==> config.mk <==
export PLATFORM = sky130hd
export DESIGN_NAME = fp_cmp_top
export DESIGN_NICKNAME = d
export VERILOG_FILES = /design/src/logic/cmp_pkg.sv /design/src/logic/fp_pkg.sv /design/src/logic/cmp_config_regs.sv /design/src/logic/fp_classify.sv /design/src/logic/fp_cmp_top.sv /design/src/logic/fp_compare_pipe.sv /design/src/logic/handshake_join.sv
export VERILOG_INCLUDE_DIRS = /design/src /design/src/logic
export SDC_FILE = /design/constraint.sdc
export NUM_CORES = 1
export LEC_CHECK = 0
export ABC_CLOCK_PERIOD_IN_PS = 6600
export BUFFER_PORTS_ARGS = -buffer_cell sky130_fd_sc_hd__buf_2
export CAP_MARGIN = 10
export CORE_AREA = 2 2 98 100
export CTS_CLUSTER_SIZE = 14
export DETAILED_ROUTE_END_ITERATION = 7
export DIE_AREA = 0 0 100 102
export PLACE_DENSITY = 0.71
export SLEW_MARGIN = 20
export SYNTH_ARGS = -nofsm -noshare
export SYNTH_HDL_FRONTEND = slang
export SYNTH_SLANG_ARGS = --single-unit
export TNS_END_PERCENT = 30
==> constraint.sdc <==
create_clock -name clk -period 6.6 [get_ports clk]
set_clock_uncertainty 0.2 [all_clocks]
set_input_delay 0 -clock clk [delete_from_list [all_inputs] [get_ports clk]]
set_output_delay 0 -clock clk [all_outputs]
set_load 0.05 [all_outputs]
==> src/logic/fp_cmp_defs.svh <==
`ifndef FP_CMP_DEFS_SVH
`define FP_CMP_DEFS_SVH

// IEEE single precision operand
`define FP_WIDTH 32

// Predicate code, 14 defined of 16
`define PRED_WIDTH 4

// Registered stages between pair acceptance and result
`define CMP_STAGES 2

`endif

==> src/logic/cmp_pkg.sv <==
`include "fp_cmp_defs.svh"

package cmp_pkg;

  // Ordered forms fail on NaN, unordered forms pass on NaN
  typedef enum logic [`PRED_WIDTH-1:0] {
    OEQ = 4'd0,
    OGT = 4'd1,
    OGE = 4'd2,
    OLT = 4'd3,
    OLE = 4'd4,
    ONE = 4'd5,
    ORD = 4'd6,
    UEQ = 4'd7,
    UGT = 4'd8,
    UGE = 4'd9,
    ULT = 4'd10,
    ULE = 4'd11,
    UNE = 4'd12,
    UNO = 4'd13
  } cmp_pred_e;

  localparam cmp_pred_e PRED_RESET = OEQ;

  // Codes above UNO are undefined
  function automatic logic pred_defined(input logic [`PRED_WIDTH-1:0] code);
    return code <= UNO;
  endfunction

endpackage

==> src/logic/fp_pkg.sv <==
`include "fp_cmp_defs.svh"

package fp_pkg;

  // Operand class after unpacking
  typedef enum logic [1:0] {
    ZERO   = 2'd0,
    FINITE = 2'd1,
    INF    = 2'd2,
    NAN    = 2'd3
  } fp_class_e;

  // Single precision field layout
  typedef struct packed {
    logic        sign;
    logic [7:0]  exponent;
    logic [22:0] mantissa;
  } fp32_t;

  // Exponent of infinity and NaN
  localparam logic [7:0] EXP_SPECIAL = 8'hff;

  // Shared ordering key of +0 and -0
  localparam logic [`FP_WIDTH-1:0] ZERO_KEY = {1'b1, {(`FP_WIDTH-1){1'b0}}};

endpackage

==> src/logic/cmp_config_regs.sv <==
`include "fp_cmp_defs.svh"

module cmp_config_regs (
  input  logic                   clk,
  input  logic                   reset,
  input  logic                   cfg_write,
  input  logic [`PRED_WIDTH-1:0] cfg_predicate,
  output cmp_pkg::cmp_pred_e     predicate,
  output logic                   predicate_error
);

  logic code_ok;
  logic write_good;
  logic write_bad;

  assign code_ok    = cmp_pkg::pred_defined(cfg_predicate);
  assign write_good = cfg_write && code_ok;
  assign write_bad  = cfg_write && !code_ok;

  // Active predicate, only replaced by a defined code
  always_ff @(posedge clk) begin
    if (reset) begin
      predicate <= cmp_pkg::PRED_RESET;
    end else if (write_good) begin
      predicate <= cmp_pkg::cmp_pred_e'(cfg_predicate);
    end
  end

  // Sticky until the next defined write
  always_ff @(posedge clk) begin
    if (reset) begin
      predicate_error <= 1'b0;
    end else if (write_bad) begin
      predicate_error <= 1'b1;
    end else if (write_good) begin
      predicate_error <= 1'b0;
    end
  end

endmodule

==> src/logic/fp_classify.sv <==
`include "fp_cmp_defs.svh"

module fp_classify (
  input  logic [`FP_WIDTH-1:0] value,
  output fp_pkg::fp_class_e    fp_class,
  output logic [`FP_WIDTH-1:0] order_key
);

  fp_pkg::fp32_t fields;
  logic          exp_zero;
  logic          exp_special;
  logic          mant_zero;

  assign fields = value;

  assign exp_zero    = fields.exponent == '0;
  assign exp_special = fields.exponent == fp_pkg::EXP_SPECIAL;
  assign mant_zero   = fields.mantissa == '0;

  // Denormals fall under finite
  always_comb begin
    if (exp_special && mant_zero) begin
      fp_class = fp_pkg::INF;
    end else if (exp_special) begin
      fp_class = fp_pkg::NAN;
    end else if (exp_zero && mant_zero) begin
      fp_class = fp_pkg::ZERO;
    end else begin
      fp_class = fp_pkg::FINITE;
    end
  end

  // Unsigned compare of keys gives numeric order
  always_comb begin
    if (fp_class == fp_pkg::ZERO) begin
      order_key = fp_pkg::ZERO_KEY;
    end else if (fields.sign) begin
      // Larger magnitude negatives sort lower
      order_key = ~value;
    end else begin
      order_key = {1'b1, value[`FP_WIDTH-2:0]};
    end
  end

endmodule

==> src/logic/fp_cmp_top.sv <==
`include "fp_cmp_defs.svh"

module fp_cmp_top (
  input  logic                   clk,
  input  logic                   reset,
  input  logic [`FP_WIDTH-1:0]   lhs,
  input  logic                   lhs_valid,
  input  logic [`FP_WIDTH-1:0]   rhs,
  input  logic                   rhs_valid,
  input  logic                   result_ready,
  input  logic                   cfg_write,
  input  logic [`PRED_WIDTH-1:0] cfg_predicate,
  output logic                   lhs_ready,
  output logic                   rhs_ready,
  output logic                   result,
  output logic                   result_valid,
  output logic                   predicate_error
);

  logic                 pipe_ready;
  logic                 pair_accept;
  fp_pkg::fp_class_e    lhs_class;
  fp_pkg::fp_class_e    rhs_class;
  logic [`FP_WIDTH-1:0] lhs_key;
  logic [`FP_WIDTH-1:0] rhs_key;
  cmp_pkg::cmp_pred_e   predicate;

  handshake_join u_join (
    .lhs_valid   (lhs_valid),
    .rhs_valid   (rhs_valid),
    .pipe_ready  (pipe_ready),
    .lhs_ready   (lhs_ready),
    .rhs_ready   (rhs_ready),
    .pair_accept (pair_accept)
  );

  fp_classify u_lhs_class (
    .value     (lhs),
    .fp_class  (lhs_class),
    .order_key (lhs_key)
  );

  fp_classify u_rhs_class (
    .value     (rhs),
    .fp_class  (rhs_class),
    .order_key (rhs_key)
  );

  fp_compare_pipe u_pipe (
    .clk          (clk),
    .reset        (reset),
    .accept       (pair_accept),
    .lhs_class    (lhs_class),
    .lhs_key      (lhs_key),
    .rhs_class    (rhs_class),
    .rhs_key      (rhs_key),
    .predicate    (predicate),
    .result_ready (result_ready),
    .pipe_ready   (pipe_ready),
    .result       (result),
    .result_valid (result_valid)
  );

  cmp_config_regs u_config (
    .clk             (clk),
    .reset           (reset),
    .cfg_write       (cfg_write),
    .cfg_predicate   (cfg_predicate),
    .predicate       (predicate),
    .predicate_error (predicate_error)
  );

endmodule

==> src/logic/fp_compare_pipe.sv <==
`include "fp_cmp_defs.svh"

module fp_compare_pipe (
  input  logic                  clk,
  input  logic                  reset,
  input  logic                  accept,
  input  fp_pkg::fp_class_e     lhs_class,
  input  logic [`FP_WIDTH-1:0]  lhs_key,
  input  fp_pkg::fp_class_e     rhs_class,
  input  logic [`FP_WIDTH-1:0]  rhs_key,
  input  cmp_pkg::cmp_pred_e    predicate,
  input  logic                  result_ready,
  output logic                  pipe_ready,
  output logic                  result,
  output logic                  result_valid
);

  logic [`CMP_STAGES-1:0] stage_valid;
  logic [`CMP_STAGES-1:0] stage_advance;

  fp_pkg::fp_class_e      s1_lhs_class;
  fp_pkg::fp_class_e      s1_rhs_class;
  logic [`FP_WIDTH-1:0]   s1_lhs_key;
  logic [`FP_WIDTH-1:0]   s1_rhs_key;
  cmp_pkg::cmp_pred_e     s1_pred;

  logic s1_unordered;
  logic s1_equal;
  logic s1_less;
  logic s1_relation;
  logic s1_unordered_form;
  logic s1_result;
  logic s2_result;

  // A stage moves when empty or when the next one moves
  assign stage_advance[1] = !stage_valid[1] || result_ready;
  assign stage_advance[0] = !stage_valid[0] || stage_advance[1];
  assign pipe_ready = stage_advance[0];

  always_ff @(posedge clk) begin
    if (reset) begin
      stage_valid <= '0;
    end else begin
      if (stage_advance[0]) begin
        stage_valid[0] <= accept;
      end
      if (stage_advance[1]) begin
        stage_valid[1] <= stage_valid[0];
      end
    end
  end

  // Predicate travels with its pair
  always_ff @(posedge clk) begin
    if (stage_advance[0] && accept) begin
      s1_lhs_class <= lhs_class;
      s1_rhs_class <= rhs_class;
      s1_lhs_key   <= lhs_key;
      s1_rhs_key   <= rhs_key;
      s1_pred      <= predicate;
    end
  end

  assign s1_unordered = (s1_lhs_class == fp_pkg::NAN) || (s1_rhs_class == fp_pkg::NAN);
  assign s1_equal     = s1_lhs_key == s1_rhs_key;
  assign s1_less      = s1_lhs_key < s1_rhs_key;

  // Base relation per predicate, then ordered or unordered wrapping
  always_comb begin
    s1_relation       = 1'b0;
    s1_unordered_form = 1'b0;
    case (s1_pred)
      cmp_pkg::OEQ: s1_relation = s1_equal;
      cmp_pkg::OGT: s1_relation = !s1_equal && !s1_less;
      cmp_pkg::OGE: s1_relation = !s1_less;
      cmp_pkg::OLT: s1_relation = s1_less;
      cmp_pkg::OLE: s1_relation = s1_less || s1_equal;
      cmp_pkg::ONE: s1_relation = !s1_equal;
      cmp_pkg::ORD: s1_relation = 1'b1;
      cmp_pkg::UEQ: {s1_unordered_form, s1_relation} = {1'b1, s1_equal};
      cmp_pkg::UGT: {s1_unordered_form, s1_relation} = {1'b1, !s1_equal && !s1_less};
      cmp_pkg::UGE: {s1_unordered_form, s1_relation} = {1'b1, !s1_less};
      cmp_pkg::ULT: {s1_unordered_form, s1_relation} = {1'b1, s1_less};
      cmp_pkg::ULE: {s1_unordered_form, s1_relation} = {1'b1, s1_less || s1_equal};
      cmp_pkg::UNE: {s1_unordered_form, s1_relation} = {1'b1, !s1_equal};
      cmp_pkg::UNO: s1_unordered_form = 1'b1;
      default: s1_relation = 1'b0;
    endcase
  end

  assign s1_result = s1_unordered_form ? (s1_unordered || s1_relation)
                                       : (!s1_unordered && s1_relation);

  always_ff @(posedge clk) begin
    if (stage_advance[1] && stage_valid[0]) begin
      s2_result <= s1_result;
    end
  end

  assign result       = s2_result;
  assign result_valid = stage_valid[1];

endmodule

==> src/logic/handshake_join.sv <==
module handshake_join (
  input  logic lhs_valid,
  input  logic rhs_valid,
  input  logic pipe_ready,
  output logic lhs_ready,
  output logic rhs_ready,
  output logic pair_accept
);

  logic both_valid;

  // A pair exists only when both operands are offered
  assign both_valid = lhs_valid && rhs_valid;

  assign pair_accept = both_valid && pipe_ready;

  // Both sides consumed on the same edge, never one alone
  assign lhs_ready = pair_accept;
  assign rhs_ready = pair_accept;

endmodule

# [After elaboration in Yosys (flattened, before gate mapping)]
# Cells that the tools add are included.
[word_totals] wordCells=89 out_inout_bits=5 ff_bits=80
[classes] bitwise_logic=4 n_mux=13 reduce_logical=40 n_eq_ne=18 order_cmp=2
[ops] cell="32-bit inverter" n=2
[ops] cell="31-bit two-way mux" n=2
[ops] cell="23-bit logical NOT" n=2
[ops] cell="32-bit == test" n=1
[ops] cell="32-bit less-than comparator" n=1
[ops] cell="4-bit == test, second input constant" n=6
[ops] cell="4-bit by 3-bit == test with 1-bit output, second input constant" n=4
[ops] cell="8-bit == test, second input constant" n=2
[ops] cell="8-bit logical NOT" n=2
[ops] cell="2-bit OR reduction" n=8
[ops] cell="1-bit logical AND" n=12
[ops] cell="4-bit by 2-bit == test with 1-bit output, second input constant" n=2
[ops] cell="2-bit two-way mux" n=4
[ops] cell="1-bit case mux with 7 select lines" n=1
[ops] cell="7-bit OR reduction" n=1
[ops] cell="1-bit logical NOT" n=6
[ops] cell="1-bit two-way mux" n=6
[ops] cell="1-bit logical OR" n=5
[ops] cell="2-bit == test, second input constant" n=2
[ops] cell="4-bit by 1-bit == test with 1-bit output, second input constant" n=1
[ops] cell="4-bit less-or-equal comparator, second input constant" n=1
[ops] cell="2-bit logical NOT" n=2
[ops] cell="4-bit logical NOT" n=1
[ops] cell="1-bit inverter" n=2
[ops] cell="2-bit nonzero test" n=1

# [Longest topological paths before layout]
# Gate-level depths: netlist (run 1).
[depth] word_depth=7 mapped_depth=9 mapped_depth_nobuf=9

# [Modules after synthesis]
# From an unflattened synthesis (run 1), not the netlist that was laid out.
[hier_totals] hier_cells=426 hier_area_um2=4783.3
[by_module_without_submodules] mod="fp_compare_pipe" cells_each=223 area_per_inst_um2=3290.7 seq_area_each_um2=2232.1 n_inst=1
[by_module_without_submodules] mod="fp_classify" cells_each=90 area_per_inst_um2=640.6 seq_area_each_um2=0.0 n_inst=2
[by_module_without_submodules] mod="cmp_config_regs" cells_each=20 area_per_inst_um2=190.2 seq_area_each_um2=100.1 n_inst=1
[by_module_without_submodules] mod="handshake_join" cells_each=3 area_per_inst_um2=21.3 seq_area_each_um2=0.0 n_inst=1

# [Worst setup path before layout (run 1)]
# No wires, ideal clock.
[synth_path] path_kind="register -> output" from="register u_pipe.stage_valid[1]" to="output port rhs_ready" n_path_buf=1 slack_ns=0.746 required_time_ns=6.400 stages_incl_launch_ff=4 t_arrival_ns=5.654 cell_sequence="dfxtp_1 nor2b_1 a21oi_1 buf_4"
[synth_via] elab_chain_len=4
[synth_rtl] item="start, declared" line_no="fp_compare_pipe.sv:18" text="logic [`CMP_STAGES-1:0] stage_valid;"
[synth_rtl] item="start signal, assigned" line_no="fp_compare_pipe.sv:48" text="stage_valid[1] <= stage_valid[0];"
[synth_rtl] item="1-bit logical NOT" line_no="fp_compare_pipe.sv:36" text="assign stage_advance[1] = !stage_valid[1] || result_ready;"
[synth_rtl] item="1-bit logical OR" line_no="fp_compare_pipe.sv:36"
[synth_rtl] item="1-bit logical OR" line_no="fp_compare_pipe.sv:37" text="assign stage_advance[0] = !stage_valid[0] || stage_advance[1];"
[synth_rtl] item="1-bit logical AND" line_no="handshake_join.sv:15" text="assign pair_accept = both_valid && pipe_ready;"
[synth_rtl] item="end, declared" line_no="fp_cmp_top.sv:14" text="output logic rhs_ready,"
# No other way between the ends.

# [Worst setup path in the final report (run 1)]
[layout_path] from="register u_pipe.s1_lhs_key[30]" to="register u_pipe.s2_result (netlist: u_pipe.result) (data pin)"
[layout_via] elab_chain_len=6
[layout_rtl] item="start, declared" line_no="fp_compare_pipe.sv:23" text="logic [`FP_WIDTH-1:0] s1_lhs_key;"
[layout_rtl] item="start signal, assigned" line_no="fp_compare_pipe.sv:58" text="s1_lhs_key <= lhs_key;"
[layout_rtl] item="32-bit less-than comparator or 32-bit == test (tied branches)" line_no="fp_compare_pipe.sv:66, fp_compare_pipe.sv:65"
[layout_rtl] item="1-bit logical NOT (on tied branches)"
[layout_rtl] item="1-bit logical AND" line_no="fp_compare_pipe.sv:74, fp_compare_pipe.sv:81"
[layout_rtl] item="1-bit case mux with 7 select lines (*)" line_no="fp_compare_pipe.sv:72" text="case (s1_pred)"
[layout_rtl] item="1-bit logical AND or 1-bit logical OR (tied branches)" line_no="fp_compare_pipe.sv:92, fp_compare_pipe.sv:91"
[layout_rtl] item="1-bit two-way mux (*)" line_no="fp_compare_pipe.sv:91" text="assign s1_result = s1_unordered_form ? (s1_unordered || s1_relation)"
[layout_rtl] item="net u_pipe.s1_result" line_no="fp_compare_pipe.sv:32" text="logic s1_result;"
[layout_rtl] item="end signal, assigned" line_no="fp_compare_pipe.sv:96" text="s2_result <= s1_result;"
[layout_rtl] item="end, declared" line_no="fp_compare_pipe.sv:33" text="logic s2_result;"
# Mark *: on every way through the listed nets, which the timed path passes. The rest lies on a longest branch.
# A chain may end at the register's enable or synchronous reset.

==> results.cfg, run 1 <==
[critical_path]
endpoint_kind = flop
endpoint = u_pipe.result$_DFFE_PP_
r2r_start = u_pipe.s1_lhs_key[30]$_SDFFCE_PP0P_
worstPathArrival_ps = 2750
cp-start-kind = flop
path_class = reg2reg
ff2ff_path_depth = 7
critPathLaunch = u_pipe.s1_lhs_key[30]$_SDFFCE_PP0P_
worstReg2RegEnd = u_pipe.result$_DFFE_PP_
cp_max_fo = 5
r2r_setup_slack_ps = 3760
required_ps = 6510

[yosys]
synth-edff-count = 73
ys.flop_type = edfxtp_1
synth_top_family_by_area = simple AND/OR/NAND/NOR gates
synth-compound-area-share_pct = 5.50
synthMuxAreaShare_pct = 0
synth-simple-area-share_pct = 16.4
syn_area_um2 = 4460
synth_area_per_cell_um2 = 10.6
synth_top_area_cell = edfxtp_1
synth_fa_ha_area_share_pct = 8.99
yosys_warnings = 0
synthTopCellsByArea = edfxtp_1 (49%), xnor2_1 (12%), ha_1 (9.0%)
netlist.area_leader.share_pct = 49.2
ys_types = 36
synth_fp_nets = 526
ys_seq_area_share_pct = 52.3
synth-xor-area-share_pct = 12.4
async_flop_share_pct = 0
synthCells = 420
ys_ff_latch = 80

[drt]
wl_um = 11000
drc = 0
ant_nets = 0
avgRoutedWirePerCell_um = 16.0
vias = 3614
drt_iter0_drc = 184
dr.pass1.iters = 4
vias_per_cell = 5.25

[worst_hold_path]
worstHoldPathType = in2reg

[global_routing]
overflow = 0
grt_pass1_vias = 3806
grt_first_pass_wirelength_um = 17600
antenna_found_initial = 1
grt_max_degree = 75
grt_use_total_pct = 22.6

[floorplanning]
core-area_um2 = 9110
die_h_um = 102
fp.dieW_um = 100
design.portCount = 79
initial_core_util_pct = 48.9
rows = 35
dieArea_um2 = 10200

[layout]
nNetsFinal = 677
area_delta_synth_final_pct = 32.3
final_cells = 688
filler_cell_count = 709
final-seq-area_um2 = 2330
final_cell_mix = buf_2 (78), nor2_1 (77), dlygate4sd3_1 (75), edfxtp_1 (73), xnor2_1 (62)
multiInputGateArea_um2 = 1950
drive_above_1_share_pct = 17.7
stdcell_area_um2 = 5890
final_common_cell = buf_2

[clocking]
clockRootBuffer = clkbuf_8
cts-resized-gates = 0
tritoncts = yes
clkLatencyLatePin_ps = 350
clk_path_buf_depth = 2
cts_inserted_buffers = 9
clock_sinks = 80
clkSlewWorstSetupHoldPaths_ps = 80
htreeDepth = 3

[power_and_ir_drop]
combPwrFrac_pct = 18.1
clkPwrFrac_pct = 29.2
switchingPower_mw = 0.289
leakagePower_nw = 2.41
switching_share_pct = 25.4
pwr-share-seq_pct = 52.6
p_int_mw = 0.849
power_density_nw_per_um2 = 193
peakVddDrop_v = 0.000148

[sta]
tns_ps = 0
period_share_pct = 43.0
slew_headroom_pct = 33.3
finalHoldViolations = 0
rsz0062_at_grt = false
fmax_mhz = 352
final_max_slew_viol_count = 0
worst_pin_slew_ps = 1000
setup_viol = 0
finalCriticalPeriod_ps = 2840

[job]
max_cap_violations = 0

[placed_design]
postPlaceCellArea_um2 = 4970
placed_cells = 596
dp_hpwl_um = 6930
place.gp.congestion = 0.779
io_buffers = 78

[status]
status = finished, final reports clean
[worst min-delay path by stage]
stage	start	endpoint	slack [ps]	cells past startpoint
5_1_grt	rhs[31]	u_pipe.s1_rhs_key[31]$_SDFFCE_PP1P_	200	2
3_3_place_gp	cfg_predicate[0]	u_config.predicate[0]$_SDFFE_PP0P_	40	3
2_1_floorplan	reset	u_config.predicate[0]$_SDFFE_PP0P_	-130	1
3_5_place_dp	cfg_predicate[0]	u_config.predicate[0]$_SDFFE_PP0P_	50	3
6_report	rhs[31]	u_pipe.s1_rhs_key[31]$_SDFFCE_PP1P_	160	2
4_1_cts	rhs[31]	u_pipe.s1_rhs_key[31]$_SDFFCE_PP1P_	140	2
[what timing repair did]
action                                  in CTS  in global routing
hold buffers                                75                  0
endpoints found under the setup margin       0                  0
hold endpoints to repair                    74                  0
buffers inserted                             0                  0
[synthesized netlist by cell type, types with 2 or more instances]
master	n
inv_1	35
a21oi_1	17
or4_1	5
nand2b_1	2
edfxtp_1	73
nor3_1	8
dfxtp_1	7
nand3_1	6
buf_1	5
nor4_1	14
nand2_1	17
nor2b_1	6
xnor2_1	62
a21o_1	4
o21ai_0	8
ha_1	32
nor2_1	77
clkbuf_1	9
a31oi_1	3
nand4_1	14
[cell families (layout without fill, tap and decap cells)]
| group | count (synthesis) | in the layout |
|---|---|---|
| XOR/XNOR | 63 | 63 |
| flip-flops | 80 | 80 |
| adder cells (fa/ha/maj) | 32 | 32 |
| AO/OA/AOI/OAI | 40 | 40 |
| buffers and inverters | 51 | 207 |
| AND/OR/NAND/NOR | 154 | 154 |
| other | 0 | 1 |
[registers in the layout, indices dropped and copies added, names as in the netlist]
name / count
u_config.predicate: 4
u_pipe.s1_rhs_class: 2
u_pipe.s1_rhs_key: 32
u_pipe.s1_lhs_key: 32
u_config.predicate_error: 1
u_pipe.s1_lhs_class: 2
u_pipe.s1_pred: 4
u_pipe.stage_valid: 2
u_pipe.result: 1
[final cells by class]
class                      count  share of cell area, %
sequential                    80                   39.6
multi-input combinational    289                   33.1
timing repair buffer         156                   19.7
clock buffer                  13                   2.70
tap                          111                   2.36
inverter                      35                   2.23
clock inverter                 3                  0.276
antenna                        1                 0.0425
[metal layers]
layer	part of all wire, %	GRT usage (%)	vias up
li1	-	-	1771
met1	40	25.8	1712
met2	53	41.5	106
met3	4.1	4.86	25
met4	2.5	9.17	0
met5	0	0	-
[power by group through the flow]
stage	Combinational, mW	Clock [mW]	Sequential, mW
6_report	0.206	0.333	0.599
5_1_grt	0.230	0.359	0.602
4_1_cts	0.204	0.336	0.599
3_5_place_dp	0.168	0	0.611
3_3_place_gp	0.162	0	0.610
2_1_floorplan	0.107	0	0.613
[critical path, cell delays in order, from the launching register on]
cell and delay (ps):
edfxtp_1 400, ha_1 330, nand4_1 200, or4_2 730
a31oi_1 250, o31a_2 200, nand4_1 110, and3_1 180
[metrics by stage]
stage	hold WS [ps]	power [mW]	setup WS, ps	utilization, %
floorplan	-131	0.719	746	-
global placement	42.5	0.772	3950	54.5
detailed placement	49.1	0.779	3830	54.5
CTS	144	1.14	3810	64.7
global route	197	1.19	3660	64.7
finish	161	1.14	3760	64.7
No activity file was read; power rests on OpenSTA's default activity.
==> inputs of run 2 (changes only) <==
Settings changed: ABC_CLOCK_PERIOD_IN_PS 6600 to 2500, PLACE_DENSITY 0.71 to 0.74.
Clock period 6.6 ns to 2.5 ns, I/O delays scaled along.
==> run 2 against run 1 <==
The flow now finishes with violations (setup timing); final cell count is 4.5% higher; utilization is 4.7 points higher; clock-buffer cell count is 4 lower; clock power grew to 3.2 times the previous value; sequential share of layout area is 2.6 points lower; combinational power grew to 3.0 times the previous value; first-iteration DRC count is 51% higher; critical path depth is 1 higher; non-clock buffer count is 32 higher; final area is 7.3% higher; hold slack worse by 36 ps; critical path type unchanged; critical endpoint unchanged.
==> results.cfg, run 2 (synthesis results as in run 1) <==
[status]
status = finished, violations left
violations = setup timing

[global_routing]
grt_max_degree = 75
grt_pass1_vias = 3926
antenna_found_initial = 0
grt_use_total_pct = 24.2
overflow = 0
grt_first_pass_wirelength_um = 18700

[critical_path]
worstPathArrival_ps = 2660
worst_path_largest_cell_delay_ps = 540
cp_max_fo = 3
path_class = reg2reg
cp_slowest_cell = or4_4
cp-start-kind = flop
cp_common_cell = nand4_1
endpoint_kind = flop
required_ps = 2430
path_cells = ha_4, nand4_1, buf_4, or4_4, a31oi_4, o31a_2, nand4_1, and3_1

[clocking]
clock_sinks = 80
htreeDepth = 3
clockRootBuffer = clkbuf_8
clk_path_buf_depth = 2
clkSlewWorstSetupHoldPaths_ps = 80
clkLatencyLatePin_ps = 370
cts_inserted_buffers = 9
tritoncts = yes

[layout]
final_cells = 719
final_common_cell = dlygate4sd3_1
drive_above_1_share_pct = 22.7
reg_top3 = u_pipe.s1_lhs_key (32), u_pipe.s1_rhs_key (32)
area_delta_synth_final_pct = 41.9
final_cell_mix = dlygate4sd3_1 (87), buf_2 (78), nor2_1 (77), edfxtp_1 (73), xnor2_1 (62)
nNetsFinal = 709
filler_cell_count = 647
antenna_cells = 0

[drt]
ant_nets = 0
vias_per_cell = 5.28
avgRoutedWirePerCell_um = 16.4
dr.pass1.iters = 6
vias = 3796
drc = 0
wl_um = 11800
drt_iter0_drc = 277

[sta]
worst_pin_slew_ps = 920
fmax_mhz = 366
rsz0062_at_grt = true
finalHoldViolations = 0
setup_ws_ps = -234
period_share_pct = 109
slew_headroom_pct = 38.7
final_max_slew_viol_count = 0
setup_viol = 1
finalCriticalPeriod_ps = 2730

[floorplanning]
initial_core_util_pct = 48.9
die_h_um = 102
core-area_um2 = 9110
fp.dieW_um = 100
rows = 35
design.portCount = 79
dieArea_um2 = 10200

[worst_hold_path]
worstHoldPathType = in2reg

[power_and_ir_drop]
leakagePower_nw = 2.58
finalPower_mw = 3.27
power_density_nw_per_um2 = 517
peakVddDrop_v = 0.000387

[placed_design]
placed_cells = 611
place.gp.congestion = 0.923
dp_hpwl_um = 7350
io_buffers = 78

[job]
max_cap_violations = 0
run 2: cell type report:
type / instances / area [um2] / share of cell area, %
Tap cell: 111 / 139 / 2.20
Clock buffer: 9 / 124 / 1.96
Inverter: 35 / 131 / 2.08
Sequential cell: 80 / 2340 / 36.9
Clock inverter: 7 / 96.3 / 1.52
Timing Repair Buffer: 188 / 1460 / 23.1
Multi-Input combinational cell: 289 / 2040 / 32.2
run 2: worst max-delay path, delay by kind of cell, from the launching register on:
kind / cells / cell delay, ps
buffers and inverters: 1 / 180
flip-flops: 1 / 430
adder cells (fa/ha/maj): 1 / 310
AO/OA/AOI/OAI: 2 / 360
AND/OR/NAND/NOR: 4 / 1010
run 2: final timing paths:
check | start | end | slack [ps] | cells after the start
worst min register to register | u_config.predicate[0]$_SDFFE_PP0P_ | u_pipe.s1_pred[0]$_DFFE_PP_ | 240 | 0
worst max register to register | u_pipe.s1_lhs_key[30]$_SDFFCE_PP0P_ | u_pipe.result$_DFFE_PP_ | -230 | 8
worst max-delay path | u_pipe.s1_lhs_key[30]$_SDFFCE_PP0P_ | u_pipe.result$_DFFE_PP_ | -230 | 8
worst min-delay path | rhs_valid | u_pipe.s1_lhs_key[1]$_SDFFCE_PP0P_ | 130 | 4
run 2: report_power, final:
group | switching, mW | internal (mW)
sequential | 0.0308 | 1.55
combinational | 0.298 | 0.321
clock | 0.502 | 0.562
total | 0.831 | 2.44
run 2: metal layers:
layer / routed length [um] / share of wire, % / global-route usage, % / up-vias
li1: - / - / - / 1833
met1: 4790 / 41 / 27.3 / 1792
met2: 6160 / 52 / 45.4 / 141
met3: 534 / 4.5 / 4.45 / 30
met4: 335 / 2.8 / 9.69 / 0
met5: 0 / 0 / 0 / -
run 2: timing repair:
item | 4_1_cts | 5_1_grt
resized for setup | 12 | 7
pin swaps | 4 | 4
hold buffers | 87 | 0
hold endpoints to repair | 75 | 0
setup endpoints to repair | 1 | 1
setup buffers | 4 | 1
run 2: stage by stage:
step	util [%]	cell area [um2]	setup WS, ps	hold slack (ps)	setup TNS [ps]
floorplan	-	4480	-156	-137	-11440
global placement	56.2	5110	-119	40.6	-119
detailed placement	56.2	5110	-213	51.4	-213
CTS	69.2	6300	-138	118	-138
global route	69.4	6320	-286	155	-286
finish	69.4	6320	-234	126	-234
==> inputs of run 3 (changes only) <==
Settings changed: RECOVER_POWER from default to 100.
==> run 3 against run 2 <==
The run still ends with setup timing left; die area did not move; final area down 0.95%; power fell by 0.40%; critical path type unchanged; largest cell class unchanged.
==> results.cfg, run 3 (synthesis results as in run 1) <==
[status]
status = finished, violations left
violations = setup timing

[drt]
vias_per_cell = 5.35
vias = 3845
ant_nets = 0
wl_um = 11700
avgRoutedWirePerCell_um = 16.3
drt_iter0_drc = 333
drc = 0
dr.pass1.iters = 6

[placed_design]
postPlaceCellArea_um2 = 5110
dp_hpwl_um = 7350
place.gp.congestion = 0.923
placed_cells = 611
post-place-ws_ps = -213
io_buffers = 78

[floorplanning]
die_h_um = 102
design.portCount = 79
fp.dieW_um = 100
rows = 35
initial_core_util_pct = 48.9
dieArea_um2 = 10200
core-area_um2 = 9110

[worst_hold_path]
worstHoldPathType = in2reg

[global_routing]
grt_use_total_pct = 24.2
grt_max_degree = 75
grt_pass1_vias = 3926
antenna_found_initial = 0
grt_first_pass_wirelength_um = 18700
overflow = 0

[clocking]
clkLatencyLatePin_ps = 360
clk_path_buf_depth = 2
cts_inserted_buffers = 9
tritoncts = yes
htreeDepth = 3
clkSlewWorstSetupHoldPaths_ps = 80
clock_sinks = 80
clockRootBuffer = clkbuf_8

[layout]
reg_top3 = u_pipe.s1_lhs_key (32), u_pipe.s1_rhs_key (32)
final_common_cell = dlygate4sd3_1
final_cell_mix = dlygate4sd3_1 (87), nor2_1 (77), edfxtp_1 (73), buf_2 (69), xnor2_1 (62)
area_delta_synth_final_pct = 40.6
nNetsFinal = 709
stdcell_area_um2 = 6260
antenna_cells = 0
final_cells = 719
drive_above_1_share_pct = 20.6

[sta]
fmax_mhz = 367
period_share_pct = 109
final_max_slew_viol_count = 0
worst_pin_slew_ps = 1010
setup_ws_ps = -228
setup_viol = 1
finalCriticalPeriod_ps = 2730
slew_headroom_pct = 33.0
finalHoldViolations = 0
rsz0062_at_grt = true

[job]
max_cap_violations = 0

[power_and_ir_drop]
leakagePower_nw = 2.54
peakVddDrop_v = 0.000385
power_density_nw_per_um2 = 520
finalPower_mw = 3.25

[critical_path]
endpoint_kind = flop
path_class = reg2reg
cp_max_fo = 3
required_ps = 2420
worstPathArrival_ps = 2650
cp-start-kind = flop
run 3: cell count changes in the layout (fill, tap and decap cells not counted), sizes merged:
cell    before  now
clkbuf       9   23
buf        101   87
run 3: layer usage:
| metal | up-vias | routed length, um | global-route usage (%) |
|---|---|---|---|
| met5 | - | 0 | 0 |
| met4 | 0 | 359 | 9.69 |
| met3 | 39 | 653 | 4.45 |
| met2 | 176 | 6100 | 45.4 |
| met1 | 1795 | 4630 | 27.3 |
| li1 | 1835 | - | - |
run 3: per-stage QoR:
step / util, % / TNS, ps / hold WS (ps)
2_1_floorplan: - / -11440 / -137
3_3_place_gp: 56.2 / -119 / 40.6
3_5_place_dp: 56.2 / -213 / 51.4
4_1_cts: 69.2 / -138 / 118
5_1_grt: 68.8 / -2200 / 169
6_report: 68.8 / -228 / 134
run 3: worst max-delay path, stage by stage (launching register included):
cell and delay [ps]:
edfxtp_1 430, ha_4 310, nand4_1 170, buf_4 180, or4_4 540, a31oi_4 180
o31a_2 180, nand4_1 100, and3_1 200
run 3: report_power, final:
part           switching (mW)  leakage [nW]  internal [mW]
combinational           0.296          1.69          0.316
clock                   0.494         0.103          0.562
sequential             0.0303         0.747           1.56
run 3: final timing paths:
check	start	endpoint	cells after the start	slack, ps
setup / recovery	u_pipe.s1_lhs_key[30]$_SDFFCE_PP0P_	u_pipe.result$_DFFE_PP_	8	-230
hold / removal	rhs[31]	u_pipe.s1_rhs_key[31]$_SDFFCE_PP1P_	2	130
setup reg to reg	u_pipe.s1_lhs_key[30]$_SDFFCE_PP0P_	u_pipe.result$_DFFE_PP_	8	-230
hold reg to reg	u_config.predicate[0]$_SDFFE_PP0P_	u_pipe.s1_pred[0]$_DFFE_PP_	0	240
run 3: timing repair:
action | 4_1_cts | 5_1_grt
cloned | 0 | 0
setup buffers | 4 | 1
hold buffers | 87 | 0
resized for setup | 12 | 7
setup endpoints to repair | 1 | 1
hold endpoints to repair | 75 | 0
pin swaps | 4 | 4
run 3: layout make-up:
class	instances	area, um2
repair buffers	188	1420
flip-flops and latches	80	2330
multi-input cells	289	2020
clock buffers	9	124
inverters	35	131
fillers	660	2850
well taps	111	139
clock inverters	7	96.3
